### src/fm_params.svh
// all widths are fixed for a 4-channel, 16-bit build; the sample, phase and I2S slot widths must stay equal
`ifndef FM_PARAMS_SVH
`define FM_PARAMS_SVH

// datapath widths
`define FM_NUM_CH       4       // tone channels, even ones go left
`define FM_SAMPLE_W     16      // signed sample width
`define FM_PHASE_W      16      // accumulator and increment width
`define FM_ATT_W        4       // attenuation shift amount

// host bus
`define FM_AXI_DATA_W   32
`define FM_AXI_ADDR_W   6       // byte address
`define FM_REG_STRIDE   4       // bytes per channel register

// channel register fields
`define FM_REG_INC_LSB  0       // increment, 16 bits
`define FM_REG_WAVE_LSB 16      // waveform code, 2 bits
`define FM_REG_ATT_LSB  18      // attenuation, 4 bits
`define FM_REG_KEY_BIT  24      // key-on

// I2S frame geometry
`define FM_I2S_BITS     16      // bits per slot
`define FM_SCLK_DIV     2       // clk cycles per half sclk period

`endif

### src/fm_pkg.sv
// waveform code 3 has no name and is played as a square wave by the channel engine
`default_nettype none

package fm_pkg;

    // waveform select, two bits wide in the channel register
    typedef enum logic [1:0] {
        WAVE_SQUARE = 2'd0,     // also used for code 3
        WAVE_SAW    = 2'd1,
        WAVE_TRI    = 2'd2
    } wave_t;

    // AXI4-Lite response codes, only the two this slave returns
    typedef enum logic [1:0] {
        OKAY   = 2'b00,
        SLVERR = 2'b10          // unmapped address
    } axi_resp_t;

endpackage

`default_nettype wire

### src/fm_axil_regs.sv
// one write and one read in flight at a time; the master must hold awvalid and wvalid together
`timescale 1ns/1ps
`default_nettype none

`include "fm_params.svh"

module fm_axil_regs (
    input  logic                          clk,
    input  logic                          rst_n,
    input  logic [`FM_AXI_ADDR_W-1:0]     awaddr,
    input  logic                          awvalid,
    output logic                          awready,
    input  logic [`FM_AXI_DATA_W-1:0]     wdata,
    input  logic [`FM_AXI_DATA_W/8-1:0]   wstrb,
    input  logic                          wvalid,
    output logic                          wready,
    output fm_pkg::axi_resp_t             bresp,
    output logic                          bvalid,
    input  logic                          bready,
    input  logic [`FM_AXI_ADDR_W-1:0]     araddr,
    input  logic                          arvalid,
    output logic                          arready,
    output logic [`FM_AXI_DATA_W-1:0]     rdata,
    output fm_pkg::axi_resp_t             rresp,
    output logic                          rvalid,
    input  logic                          rready,
    output logic [`FM_PHASE_W-1:0]        ch_inc  [`FM_NUM_CH],
    output fm_pkg::wave_t                 ch_wave [`FM_NUM_CH],
    output logic [`FM_ATT_W-1:0]          ch_att  [`FM_NUM_CH],
    output logic                          ch_key  [`FM_NUM_CH]
);
    localparam int IDX_W    = $clog2(`FM_NUM_CH);
    localparam int IDX_LSB  = $clog2(`FM_REG_STRIDE);      // word aligned
    localparam int MAP_SIZE = `FM_NUM_CH * `FM_REG_STRIDE;  // first unmapped byte
    localparam int WAVE_W   = $bits(fm_pkg::wave_t);

    logic [IDX_W-1:0]          aw_idx;
    logic [IDX_W-1:0]          ar_idx;
    logic                      aw_hit;
    logic                      ar_hit;
    logic                      aw_fire;
    logic                      ar_fire;
    logic [`FM_AXI_DATA_W-1:0] merged;     // current word with strobed bytes replaced
    logic [`FM_AXI_DATA_W-1:0] rd_word;

    // fields back into bus layout, unused bits zero
    function automatic logic [`FM_AXI_DATA_W-1:0] pack_reg(
        input logic [`FM_PHASE_W-1:0] inc,
        input fm_pkg::wave_t          wave,
        input logic [`FM_ATT_W-1:0]   att,
        input logic                   key
    );
        logic [`FM_AXI_DATA_W-1:0] word;
        word = '0;
        word[`FM_REG_INC_LSB +: `FM_PHASE_W] = inc;
        word[`FM_REG_WAVE_LSB +: WAVE_W]     = wave;
        word[`FM_REG_ATT_LSB +: `FM_ATT_W]   = att;
        word[`FM_REG_KEY_BIT]                = key;
        return word;
    endfunction

    always_comb begin
        aw_idx  = awaddr[IDX_LSB +: IDX_W];
        ar_idx  = araddr[IDX_LSB +: IDX_W];
        aw_hit  = awaddr < MAP_SIZE;
        ar_hit  = araddr < MAP_SIZE;
        aw_fire = awvalid && awready && wvalid && wready;
        ar_fire = arvalid && arready;
        merged  = pack_reg(ch_inc[aw_idx], ch_wave[aw_idx], ch_att[aw_idx], ch_key[aw_idx]);
        for (int b = 0; b < `FM_AXI_DATA_W / 8; b++) begin
            if (wstrb[b]) begin
                merged[8*b +: 8] = wdata[8*b +: 8];     // byte lane merge
            end
        end
        rd_word = ar_hit ? pack_reg(ch_inc[ar_idx], ch_wave[ar_idx], ch_att[ar_idx],
                                    ch_key[ar_idx]) : '0;
    end

    // handshake state
    always_ff @(posedge clk) begin
        if (!rst_n) begin
            awready <= 1'b0;
            wready  <= 1'b0;
            bvalid  <= 1'b0;
            arready <= 1'b0;
            rvalid  <= 1'b0;
        end else begin
            awready <= awvalid && wvalid && !awready && !bvalid;   // one-cycle pulse
            wready  <= awvalid && wvalid && !awready && !bvalid;
            arready <= arvalid && !arready && !rvalid;
            if (aw_fire) begin
                bvalid <= 1'b1;
            end else if (bvalid && bready) begin
                bvalid <= 1'b0;
            end
            if (ar_fire) begin
                rvalid <= 1'b1;
            end else if (rvalid && rready) begin
                rvalid <= 1'b0;
            end
        end
    end

    // response payload, held while valid waits
    always_ff @(posedge clk) begin
        if (aw_fire) begin
            bresp <= aw_hit ? fm_pkg::OKAY : fm_pkg::SLVERR;
        end
        if (ar_fire) begin
            rdata <= rd_word;                              // zero when unmapped
            rresp <= ar_hit ? fm_pkg::OKAY : fm_pkg::SLVERR;
        end
    end

    // channel controls
    always_ff @(posedge clk) begin
        if (!rst_n) begin
            for (int i = 0; i < `FM_NUM_CH; i++) begin
                ch_inc[i]  <= '0;
                ch_wave[i] <= fm_pkg::WAVE_SQUARE;
                ch_att[i]  <= '0;
                ch_key[i]  <= 1'b0;                        // all keyed off
            end
        end else if (aw_fire && aw_hit) begin
            ch_inc[aw_idx]  <= merged[`FM_REG_INC_LSB +: `FM_PHASE_W];
            ch_wave[aw_idx] <= fm_pkg::wave_t'(merged[`FM_REG_WAVE_LSB +: WAVE_W]);
            ch_att[aw_idx]  <= merged[`FM_REG_ATT_LSB +: `FM_ATT_W];
            ch_key[aw_idx]  <= merged[`FM_REG_KEY_BIT];
        end
    end

endmodule

`default_nettype wire

### src/fm_channel_engine.sv
// phase and sample widths must match; outputs update only on the clk after sample_tick
`timescale 1ns/1ps
`default_nettype none

`include "fm_params.svh"

module fm_channel_engine (
    input  logic                           clk,
    input  logic                           rst_n,
    input  logic                           sample_tick,
    input  logic [`FM_PHASE_W-1:0]         ch_inc    [`FM_NUM_CH],
    input  fm_pkg::wave_t                  ch_wave   [`FM_NUM_CH],
    input  logic [`FM_ATT_W-1:0]           ch_att    [`FM_NUM_CH],
    input  logic                           ch_key    [`FM_NUM_CH],
    output logic signed [`FM_SAMPLE_W-1:0] ch_sample [`FM_NUM_CH]
);
    localparam int PH_MSB = `FM_PHASE_W - 1;
    localparam int SW     = `FM_SAMPLE_W;

    // full-scale square levels
    localparam logic signed [SW-1:0] SQ_HIGH = {1'b0, {(SW-1){1'b1}}};     // 32767
    localparam logic signed [SW-1:0] SQ_LOW  = {1'b1, {(SW-1){1'b0}}};     // -32768

    logic [`FM_PHASE_W-1:0] phase  [`FM_NUM_CH];
    logic signed [SW-1:0]   shaped [`FM_NUM_CH];   // attenuated, keyed

    // raw waveform at full scale from one phase value
    function automatic logic signed [SW-1:0] shape(
        input logic [`FM_PHASE_W-1:0] ph,
        input fm_pkg::wave_t          wave
    );
        logic [PH_MSB-1:0]    fold;
        logic signed [SW-1:0] val;
        // second half of the cycle runs back down
        fold = ph[PH_MSB] ? ~ph[PH_MSB-1:0] : ph[PH_MSB-1:0];
        case (wave)
            fm_pkg::WAVE_SAW: begin
                val = {~ph[PH_MSB], ph[PH_MSB-1:0]};             // offset binary to signed
            end
            fm_pkg::WAVE_TRI: begin
                val = {~fold[PH_MSB-1], fold[PH_MSB-2:0], 1'b0};  // 2*fold - 32768
            end
            default: begin
                val = ph[PH_MSB] ? SQ_LOW : SQ_HIGH;             // square, and code 3
            end
        endcase
        return val;
    endfunction

    // shaping and attenuation, from the phase before this tick's step
    always_comb begin
        for (int i = 0; i < `FM_NUM_CH; i++) begin
            if (ch_key[i]) begin
                shaped[i] = shape(phase[i], ch_wave[i]) >>> ch_att[i];  // sign kept
            end else begin
                shaped[i] = '0;                           // silent when keyed off
            end
        end
    end

    // phase accumulators
    always_ff @(posedge clk) begin
        if (!rst_n) begin
            for (int i = 0; i < `FM_NUM_CH; i++) begin
                phase[i] <= '0;
            end
        end else if (sample_tick) begin
            for (int i = 0; i < `FM_NUM_CH; i++) begin
                if (ch_key[i]) begin
                    phase[i] <= phase[i] + ch_inc[i];     // wraps mod 2^16
                end else begin
                    phase[i] <= '0;                       // restart point for next key-on
                end
            end
        end
    end

    // registered channel outputs
    always_ff @(posedge clk) begin
        if (!rst_n) begin
            for (int i = 0; i < `FM_NUM_CH; i++) begin
                ch_sample[i] <= '0;
            end
        end else if (sample_tick) begin
            for (int i = 0; i < `FM_NUM_CH; i++) begin
                ch_sample[i] <= shaped[i];
            end
        end
    end

endmodule

`default_nettype wire

### src/fm_i2s_tx.sv
// free-running master, no back-pressure; sample width must equal the I2S slot width
`timescale 1ns/1ps
`default_nettype none

`include "fm_params.svh"

module fm_i2s_tx (
    input  logic                           clk,
    input  logic                           rst_n,
    input  logic signed [`FM_SAMPLE_W-1:0] left,
    input  logic signed [`FM_SAMPLE_W-1:0] right,
    output logic                           sample_tick,
    output logic                           i2s_sclk,
    output logic                           i2s_ws,
    output logic                           i2s_sd
);
    localparam int SCLK_CYC  = 2 * `FM_SCLK_DIV;                 // clk per sclk period
    localparam int FRAME_CYC = SCLK_CYC * 2 * `FM_I2S_BITS;      // 128 clk
    localparam int CNT_W     = $clog2(FRAME_CYC);
    localparam int SH_W      = 2 * `FM_I2S_BITS;

    logic [CNT_W-1:0] cnt;          // clk position in frame
    logic [CNT_W-1:0] cnt_nxt;
    logic             fall_nxt;     // sclk falls at this edge
    logic [SH_W-1:0]  shreg;        // left then right, MSB first

    always_comb begin
        cnt_nxt  = (cnt == CNT_W'(FRAME_CYC - 1)) ? '0 : cnt + 1'b1;
        fall_nxt = (cnt_nxt % SCLK_CYC) == 0;
    end

    always_ff @(posedge clk) begin
        if (!rst_n) begin
            cnt         <= '0;
            i2s_sclk    <= 1'b0;
            i2s_ws      <= 1'b0;
            i2s_sd      <= 1'b0;
            sample_tick <= 1'b0;
            shreg       <= '0;
        end else begin
            cnt         <= cnt_nxt;
            i2s_sclk    <= (cnt_nxt % SCLK_CYC) >= `FM_SCLK_DIV;   // low half first
            i2s_ws      <= (cnt_nxt / SCLK_CYC) >= `FM_I2S_BITS;   // high for right slot
            sample_tick <= cnt_nxt == '0;                          // frame start
            if (fall_nxt) begin
                // sd lags ws by one sclk, so the last right bit spills into
                // the first period of the next frame
                i2s_sd <= shreg[SH_W-1];
                if (cnt_nxt == '0) begin
                    shreg <= {left, right};         // latched ahead of the engine tick
                end else begin
                    shreg <= {shreg[SH_W-2:0], 1'b0};
                end
            end
        end
    end

endmodule

`default_nettype wire

### src/fm_mixer.sv
// fixed pairing for four channels, 0+2 left and 1+3 right; latency is two clk cycles
`timescale 1ns/1ps
`default_nettype none

`include "fm_params.svh"

module fm_mixer (
    input  logic                           clk,
    input  logic                           rst_n,
    input  logic signed [`FM_SAMPLE_W-1:0] ch_sample [`FM_NUM_CH],
    output logic signed [`FM_SAMPLE_W-1:0] left,
    output logic signed [`FM_SAMPLE_W-1:0] right
);
    localparam int SW    = `FM_SAMPLE_W;
    localparam int SUM_W = SW + 1;                  // room for one carry

    localparam logic signed [SW-1:0] SAT_MAX = {1'b0, {(SW-1){1'b1}}};
    localparam logic signed [SW-1:0] SAT_MIN = {1'b1, {(SW-1){1'b0}}};

    logic signed [SUM_W-1:0] sum_l;
    logic signed [SUM_W-1:0] sum_r;

    // clamp when the two top bits disagree
    function automatic logic signed [SW-1:0] clamp(input logic signed [SUM_W-1:0] s);
        logic signed [SW-1:0] res;
        if (s[SUM_W-1] != s[SUM_W-2]) begin
            res = s[SUM_W-1] ? SAT_MIN : SAT_MAX;
        end else begin
            res = s[SW-1:0];
        end
        return res;
    endfunction

    always_ff @(posedge clk) begin
        if (!rst_n) begin
            sum_l <= '0;
            sum_r <= '0;
            left  <= '0;
            right <= '0;
        end else begin
            sum_l <= ch_sample[0] + ch_sample[2];   // stage 1, sign extended
            sum_r <= ch_sample[1] + ch_sample[3];
            left  <= clamp(sum_l);                  // stage 2
            right <= clamp(sum_r);
        end
    end

endmodule

`default_nettype wire

### src/fm_synth_top.sv
// clk comes straight from the board and rst_n is the only reset; one I2S frame per stereo sample
`timescale 1ns/1ps
`default_nettype none

`include "fm_params.svh"

module fm_synth_top (
    input  logic                        clk,
    input  logic                        rst_n,
    input  logic [`FM_AXI_ADDR_W-1:0]   awaddr,
    input  logic                        awvalid,
    output logic                        awready,
    input  logic [`FM_AXI_DATA_W-1:0]   wdata,
    input  logic [`FM_AXI_DATA_W/8-1:0] wstrb,
    input  logic                        wvalid,
    output logic                        wready,
    output fm_pkg::axi_resp_t           bresp,
    output logic                        bvalid,
    input  logic                        bready,
    input  logic [`FM_AXI_ADDR_W-1:0]   araddr,
    input  logic                        arvalid,
    output logic                        arready,
    output logic [`FM_AXI_DATA_W-1:0]   rdata,
    output fm_pkg::axi_resp_t           rresp,
    output logic                        rvalid,
    input  logic                        rready,
    output logic                        i2s_sclk,
    output logic                        i2s_ws,
    output logic                        i2s_sd
);
    logic [`FM_PHASE_W-1:0]         ch_inc    [`FM_NUM_CH];
    fm_pkg::wave_t                  ch_wave   [`FM_NUM_CH];
    logic [`FM_ATT_W-1:0]           ch_att    [`FM_NUM_CH];
    logic                           ch_key    [`FM_NUM_CH];
    logic signed [`FM_SAMPLE_W-1:0] ch_sample [`FM_NUM_CH];
    logic signed [`FM_SAMPLE_W-1:0] mix_l;
    logic signed [`FM_SAMPLE_W-1:0] mix_r;
    logic                           sample_tick;    // from the I2S frame start

    fm_axil_regs u_regs (
        .clk     (clk),
        .rst_n   (rst_n),
        .awaddr  (awaddr),
        .awvalid (awvalid),
        .awready (awready),
        .wdata   (wdata),
        .wstrb   (wstrb),
        .wvalid  (wvalid),
        .wready  (wready),
        .bresp   (bresp),
        .bvalid  (bvalid),
        .bready  (bready),
        .araddr  (araddr),
        .arvalid (arvalid),
        .arready (arready),
        .rdata   (rdata),
        .rresp   (rresp),
        .rvalid  (rvalid),
        .rready  (rready),
        .ch_inc  (ch_inc),
        .ch_wave (ch_wave),
        .ch_att  (ch_att),
        .ch_key  (ch_key)
    );

    fm_channel_engine u_engine (
        .clk         (clk),
        .rst_n       (rst_n),
        .sample_tick (sample_tick),
        .ch_inc      (ch_inc),
        .ch_wave     (ch_wave),
        .ch_att      (ch_att),
        .ch_key      (ch_key),
        .ch_sample   (ch_sample)
    );

    fm_mixer u_mixer (
        .clk       (clk),
        .rst_n     (rst_n),
        .ch_sample (ch_sample),
        .left      (mix_l),
        .right     (mix_r)
    );

    fm_i2s_tx u_i2s (
        .clk         (clk),
        .rst_n       (rst_n),
        .left        (mix_l),
        .right       (mix_r),
        .sample_tick (sample_tick),
        .i2s_sclk    (i2s_sclk),
        .i2s_ws      (i2s_ws),
        .i2s_sd      (i2s_sd)
    );

endmodule

`default_nettype wire

### config.mk
export PLATFORM = sky130hd
export DESIGN_NAME = fm_synth_top
export DESIGN_NICKNAME = d
export VERILOG_FILES = /design/src/fm_pkg.sv /design/src/fm_axil_regs.sv /design/src/fm_channel_engine.sv /design/src/fm_i2s_tx.sv /design/src/fm_mixer.sv /design/src/fm_synth_top.sv
export VERILOG_INCLUDE_DIRS = /design/src
export SDC_FILE = /design/constraint.sdc
export NUM_CORES = 1
export LEC_CHECK = 0
export ABC_AREA = 0
export CAP_MARGIN = 20
export CORE_MARGIN = 3
export CORE_UTILIZATION = 30
export CTS_BUF_LIST = sky130_fd_sc_hd__clkbuf_16
export CTS_CLUSTER_SIZE = 24
export DETAILED_ROUTE_END_ITERATION = 10
export DONT_BUFFER_PORTS = 1
export PLACE_DENSITY = 0.51
export SETUP_SLACK_MARGIN = 0.15
export SLEW_MARGIN = 40
export SYNTH_ARGS = -nofsm -noshare
export SYNTH_HDL_FRONTEND = slang
export SYNTH_SLANG_ARGS = --single-unit
### constraint.sdc
create_clock -name clk -period 3.6 [get_ports clk]
set_input_delay 0.72 -clock clk [delete_from_list [all_inputs] [get_ports clk]]
set_output_delay 0.72 -clock clk [all_outputs]
set_load 0.03 [all_outputs]
# == Word level (Yosys, flattened, before mapping) ==
# Memory sizes are Yosys's and may differ from the RTL's.
# Cells that the tools add are included.
# totals
reg_bits,305
latchBits,0
ramBits,64
mem_bits_ro,0
in_bits,55
output_inout_bits,44
wordCells,224
n_memories,1
# mem_list
name,depth,width,read_ports,rd_clocked_by_memory_dff,write_ports,line,rtl
u_engine.phase,4,16,4,0,4,fm_channel_engine.sv:24,logic [`FM_PHASE_W-1:0] phase [`FM_NUM_CH];
# op_classes
addsub,7
multipliers,0
div_mod_pow,0
order_cmp,7
n_eq_ne,11
shifts,4
muxes,113
n_bitwise,22
n_reduce_logical,21
# op_table
op,n
16-bit two-way mux,29
16-bit case mux with 2 select lines,4
16-bit adder,4
16-bit binary-select mux with 2-bit select,2
64-bit bitwise mux,1
16-bit by 4-bit >>> shifter with 16-bit output,4
15-bit two-way mux,4
15-bit NOT,4
1-bit two-way mux,43
16-bit by 16-bit adder with 17-bit output,2
16-bit demux with 2-bit select,1
32-bit logical NOT,1
32-bit two-way mux,1
4-bit two-way mux,5
4-bit binary-select mux with 2-bit select,2
16-bit bitwise mux,1
8-bit two-way mux,2
2-bit two-way mux,7
1-bit logical AND,13
"6-bit by 5-bit less-than comparator with 1-bit output, second input constant",2
2-bit binary-select mux with 2-bit select,2
8-bit bitwise mux,1
4-bit demux with 2-bit select,1
"2-bit by 1-bit == test with 1-bit output, second input constant",4
other kinds (20),45

# == Longest topological paths before layout ==
# Gate-level depths: netlist (run 1).
# An unclocked memory read counts as a cell.
# depth
ltp_word,8
depth_mapped,10
ltp_nobuf,8

# == By module ==
# A second synthesis (run 1) with hierarchy kept.
# unflattened
hier_cells,2521
hier_area_um2,23117.2
# modules_own_cells
mod,n_inst,cells_per_inst,area_each_um2,seq_area_each_um2
fm_channel_engine,1,1422,11980.2,3203.1
fm_axil_regs,1,451,5196.2,2672.6
fm_mixer,1,383,3497.1,1321.3
fm_i2s_tx,1,265,2443.6,820.8

# == Worst setup path before layout (run 1) ==
# No wires, ideal clock.
# synth_timing
kind,flip-flop to flip-flop
start,memory u_engine.phase[0][0] in the netlist's numbering
end,"memory u_engine.phase[0][14] in the netlist's numbering, data pin"
setup_ps,271
arrival_ps,2304
required_time_ps,3329
slack_ps,1025
stages_incl_launch_ff,9
path_buffers,0
synth_period_minus_slack_ps,2575
cell_sequence,edfxtp_1 -> ha_1 -> fa_1 -> a211oi_1 -> o21ai_0 -> a2111oi_0 -> nor3b_1 -> nand2_1 -> o211ai_1
# synth_lines
element,line
from (decl),fm_channel_engine.sv:24

==> metrics.txt, run 1 <==
vias per std cell 5.48; Final period util 0.849; Synth Register Bits 356; die area 78400 µm²; crit-path max FO 3; r2r setup slk 540 ps; Max-Cap Viols 0; Sw Ratio 0.248; largest net degree at the start of global routing 75; count leader, synth dfxtp_1; total power 8.92 mW; Arrival @ worst endpoint 3370 ps; worst-margin pin slew 817 ps; Placer Congestion 0.875; Global Route Usage Sum 0.162; hold crit path type in2reg; Detail Placement HPWL 47100 µm; Primary FF master, synth dfxtp_1; Post-Syn Area 22500 µm²; DRT iter0 DRCs 1561; Mapped Cells 2442; RSZ-0062 raised after global routing no; nets@finish 2510; VDD IR max 0.000286 V; Max Slew Vio Count 0; layout overhead on the synthesized area 9.34%; min Tclk post-route 3060 ps; cell taking the most area after synthesis dfxtp_1; CTS root buf clkbuf_16; total CTS buffers 42; vias post-DR 18315; sequential share of power 0.476; total gr overflow 0; initial antenna violation count 8; Setup crit start kind flop; Synth warnings 0; number of I/O port buffers 0; Clock Skew 26.5 ps; Synth top cells by count 267 x dfxtp_1, 247 x nor2_1, 212 x a21oi_1; drt total wl 64400 µm; top cell type's share of synthesized area 0.237; Fmax 327 MHz; CTS tree done; Skew-Pair Late Insertion Delay 580 ps; Logic pwr share 0.056; count of cell types in the netlist 84; Max Buffers Root-to-Sink 3; hold buffer count at cts 0; clk sinks 356; Worst slew margin 0.455; CP endpoint kind flop; total negative slack 0 ps; FFs w/ async S/R, synth 0; Die Wd 280 µm; die height 280 µm; total core area 73700 µm²; # fillers 7480; DRC 0; Post-synth EDFFs 89; Routed wire per std cell 19.3 µm; power per cell area 362 nW/µm²; Internal 6.71 mW; CP required 3910 ps; Avg Cell Area, Syn 9.23 µm²; num ports 99; Crit Path Category reg2reg; vias in the first global route 17177; H-tree levels 2; antenna-violating nets left 0; status finished, final reports clean; Final Hold Vio Count 0; share of cells above drive strength 1 0.104; # setup viols final 0; Leak 9.13 nW; first-pass GRT wire length 101000 µm; top cells by area, synth dfxtp_1 24%, edfxtp_1 12%, mux4_2 7.4%; PostCTS Resize Cnt 0; Initial Util 0.306; Clock Power Share 0.469; DRT Pass-1 Iters 5; Rows 99; Post-CTS Setup Bufs 0; Sw Pwr 2.21 mW; sequential share of the synthesized area 0.356; Worst-path clk slew 60 ps
## area by class of cell
cell class / count / area (µm²) / area share
Timing Repair Buffer: 37 / 294 / 0.0119
Clock inverter: 35 / 277 / 0.0112
Inverter: 45 / 171 / 0.00696
Antenna cell: 7 / 17.5 / 0.000711
Clock buffer: 42 / 1050 / 0.0427
Tap cell: 959 / 1200 / 0.0487
Sequential cell: 356 / 8020 / 0.326
Multi-Input combinational cell: 1861 / 13600 / 0.552
## routing by layer
metal  share of wire  track usage  wire length [µm]  up-vias
met5         0.00064            0                41        -
met2            0.42        0.237             26800      517
li1                -            -                 -     8980
met4           0.020       0.0417              1320        6
met1            0.48        0.236             31000     8735
met3           0.081       0.0404              5230       77
## cells in the final DEF, fill, tap and decap left out, drive strengths merged, types with 17 or more instances in the layout
cell type | Yosys | final
a211oi | 119 | 119
xnor2 | 25 | 25
buf | 58 | 37
nand3b | 51 | 51
o21ai | 115 | 115
o221ai | 52 | 52
nand2 | 160 | 160
mux2i | 114 | 114
a21oi | 212 | 212
dfxtp | 267 | 267
or2 | 58 | 58
and2 | 28 | 28
a31oi | 18 | 18
mux2 | 20 | 20
o21a | 17 | 17
nand3 | 28 | 28
nor3 | 46 | 46
xor2 | 39 | 39
nor2 | 247 | 247
clkinv | 4 | 18
edfxtp | 89 | 89
clkbuf | 132 | 42
nor2b | 36 | 36
inv | 41 | 57
o211ai | 21 | 21
and3 | 22 | 22
mux4 | 74 | 74
ha | 106 | 106
a21o | 38 | 38
## worst max-delay path, stage by stage (launching register included)
cell	delay, ps
edfxtp_1	450
ha_1	250
fa_1	430
a211oi_1	430
o21ai_0	200
a2111oi_0	650
nor3b_1	190
nand2_1	100
o211ai_1	90
## power groups by stage
| stage | Combinational [mW] | Sequential, mW | Clock (mW) |
|---|---|---|---|
| CTS | 0.490 | 4.24 | 4.29 |
| finish | 0.495 | 4.24 | 4.18 |
| detailed placement | 0.487 | 4.33 | 0 |
| global placement | 0.477 | 4.33 | 0 |
| global route | 0.546 | 4.25 | 4.46 |
| floorplan | 0.439 | 4.29 | 0 |
## per-stage QoR
step	hold slack (ps)	setup WS [ps]	cells	util	cell area [µm²]
2_1_floorplan	422	1020	2452	-	22600
6_report	276	542	3342	0.334	24600
5_1_grt	258	193	3335	0.334	24600
4_1_cts	249	592	3334	0.334	24600
3_5_place_dp	434	618	3257	0.316	23300
3_3_place_gp	440	597	3257	0.316	23300
## kinds of logic after synthesis
family          count (synthesis)  share of synthesized area
mux                           208                      0.135
flops                         356                      0.356
other cells                     1                   0.000166
buf+inv                       235                     0.0435
simple gates                  744                      0.164
xor+xnor                       64                     0.0249
fa+ha+maj                     112                     0.0642
compound gates                722                      0.213
## registers in the layout (all words and copies together), names as in the netlist, 4 cells and up
register	flops
u_mixer.right	16
u_regs.rdata	23
u_regs.ch_inc	64
u_mixer.left	16
u_regs.ch_att	16
u_regs.ch_key	4
u_engine.phase	64
u_regs.ch_wave	8
u_mixer.sum_r	17
u_engine.ch_sample	64
u_mixer.sum_l	17
u_i2s.cnt	6
u_i2s.shreg	32
## worst paths after layout
path	cells past startpoint	startpoint	end
hold / removal	1	rst_n	u_i2s.cnt[5]
setup / recovery	8	u_engine.phase[0][0]	u_engine.phase[0][14]
hold reg to reg	2	u_mixer.sum_l[14]	u_mixer.left[14]
setup reg to reg	8	u_engine.phase[0][0]	u_engine.phase[0][14]
Note: power is estimated with default switching activity, not from simulation.
==> run 2, diff against run 1 <==
clock period = 3 ns   (was 3.6 ns; I/O delays follow)
==> run 2 against run 1 <==
Net effect:
- register-to-register slack got worse by 250 ps
- sequential share of layout area down 0.54 points
- power up 22%
- clock power grew 23%
- critical path depth unchanged
- setup slack worse by 250 ps
==> metrics.txt, run 2 (synthesis gave the netlist of run 1 again) <==
status finished, final reports clean; top flop regs u_engine.ch_sample x64, u_engine.phase x64, u_regs.ch_inc x64; VDD IR max 0.000365 V; RSZ-0062 raised after global routing no; delay-heaviest family, CP compound AO/OA/AOI/OAI gates; antenna-violating nets left 0; Crit Path Category reg2reg; CP endpoint kind flop; first-pass GRT wire length 101000 µm; largest net degree at the start of global routing 92; hold crit path type in2reg; CP required 3510 ps; Max Slew Vio Count 0; Reg-to-Reg End u_engine.ch_sample[32]; # setup viols final 0; slowest stage cell on the critical path dfxtp_1; total gr overflow 0; Leak 9.36 nW; r2r setup slk 290 ps; H-tree levels 2; die area 78400 µm²; Hold WS 151 ps; DRC 0; Detail Placement HPWL 48300 µm; Final Hold Vio Count 0; clk sinks 356; Fmax 369 MHz; commonest non-fill, non-tap cell in the layout dfxtp_1; total CTS buffers 41; CP peak stage delay 440 ps; Arrival @ worst endpoint 3220 ps; initial antenna violation count 9; number of I/O port buffers 0; nets@finish 2548; die height 280 µm; CTS tree done; Placer Congestion 0.862; crit-path cells ha_1 -> buf_12 -> or2_2 -> o221ai_1 -> mux2i_1 -> mux2_2 -> a221oi_1 -> a211o_1; share of cells above drive strength 1 0.122; Routed wire per std cell 19.4 µm; RR Startpoint u_regs.ch_wave[5]; Worst path depth 8; DRT iter0 DRCs 1360; Skew-Pair Late Insertion Delay 580 ps; worst setup path endpoint u_engine.ch_sample[32]; crit-path max FO 45; power per cell area 433 nW/µm²; path depth of the worst reg2reg path 8; Clock Skew 19.7 ps; DRT Pass-1 Iters 5; Die Wd 280 µm; Max Buffers Root-to-Sink 3; Rows 99; vias post-DR 18497; Worst slew margin 0.484; Final period util 0.902; Initial Util 0.306; Worst-path clk slew 60 ps; Max-Cap Viols 0; CTS root buf clkbuf_16; total negative slack 0 ps; vias per std cell 5.48; Setup crit start kind flop; total core area 73700 µm²; Global Route Usage Sum 0.162; most frequent cells in the layout 264 x dfxtp_1, 245 x nor2_1, 212 x a21oi_1, 159 x nand2_1, 116 x a211oi_1; CP startpoint u_regs.ch_wave[5]; layout overhead on the synthesized area 11.2%; worst path buffer plus inverter count 1; min Tclk post-route 2710 ps; drt total wl 65500 µm; num ports 99; vias in the first global route 17019; worst-margin pin slew 773 ps
==> run 2: cell count changes in the layout (fill, tap and decap cells not counted), moves of 3 or more <==
cell,change
o221ai_1,-3
clkinv_2,+5
inv_1,-3
buf_4,+36
diode_2,-4
o221ai_2,+3
inv_4,-5
buf_12,+4
==> run 2: worst register-to-register path, delay by kind of cell (launching register included) <==
| family | cells | cell delay (ps) |
|---|---|---|
| AOI/OAI and AO/OA | 3 | 950 |
| adders and majority gates | 1 | 300 |
| and+or+nand+nor | 1 | 300 |
| muxes | 2 | 480 |
| buffers and inverters | 1 | 180 |
| DFF | 1 | 440 |
==> run 2: worst min path at each step <==
stage / from / slack, ps / end / cells past startpoint
2_1_floorplan: u_mixer.sum_l[14] / 420 / u_mixer.left[14] / 2
3_3_place_gp: u_mixer.sum_l[11] / 440 / u_mixer.left[11] / 2
3_5_place_dp: u_mixer.sum_l[10] / 430 / u_mixer.left[10] / 2
4_1_cts: rst_n / 110 / u_i2s.i2s_sclk / 1
5_1_grt: rst_n / 130 / u_i2s.cnt[5] / 1
6_report: rst_n / 150 / u_i2s.i2s_sclk / 1
==> run 2: timing repair <==
action,4_1_cts,5_1_grt
gates resized for setup,1,11
setup endpoints to repair,1,31
gates cloned,0,0
setup buffers,0,0
hold buffers,0,0
pin swaps,0,2
==> run 2: metal layers <==
layer | routed length (µm) | vias up | GRT usage
li1 | - | 9054 | -
met4 | 1040 | 8 | 0.0355
met5 | 57 | - | 0
met2 | 27400 | 515 | 0.239
met1 | 31800 | 8848 | 0.239
met3 | 5240 | 72 | 0.0403
==> run 2: cell type report <==
| type | instances | area [µm²] |
|---|---|---|
| antenna | 3 | 7.51 |
| clock buffer | 43 | 1080 |
| clock inverter | 33 | 292 |
| fill | 7445 | 48700 |
| inverter | 45 | 171 |
| multi-input combinational | 1861 | 13600 |
| sequential | 356 | 8020 |
| tap | 959 | 1200 |
| timing repair buffer | 76 | 633 |
==> run 2: per-stage QoR <==
stage	setup slack [ps]	std cells	utilization	total power [mW]	area [µm²]
finish	293	3376	0.340	10.9	25000
global route	133	3373	0.340	11.3	25000
CTS	200	3373	0.339	11.0	25000
detailed placement	155	3297	0.321	5.81	23600
global placement	195	3297	0.321	5.79	23600
floorplan	425	2452	-	5.68	22600
==> run 2: where the power goes <==
part           internal, mW  total (mW)  switching (mW)
Combinational         0.242       0.629           0.387
Sequential             4.99        5.08          0.0968
Clock                  2.97        5.14            2.17
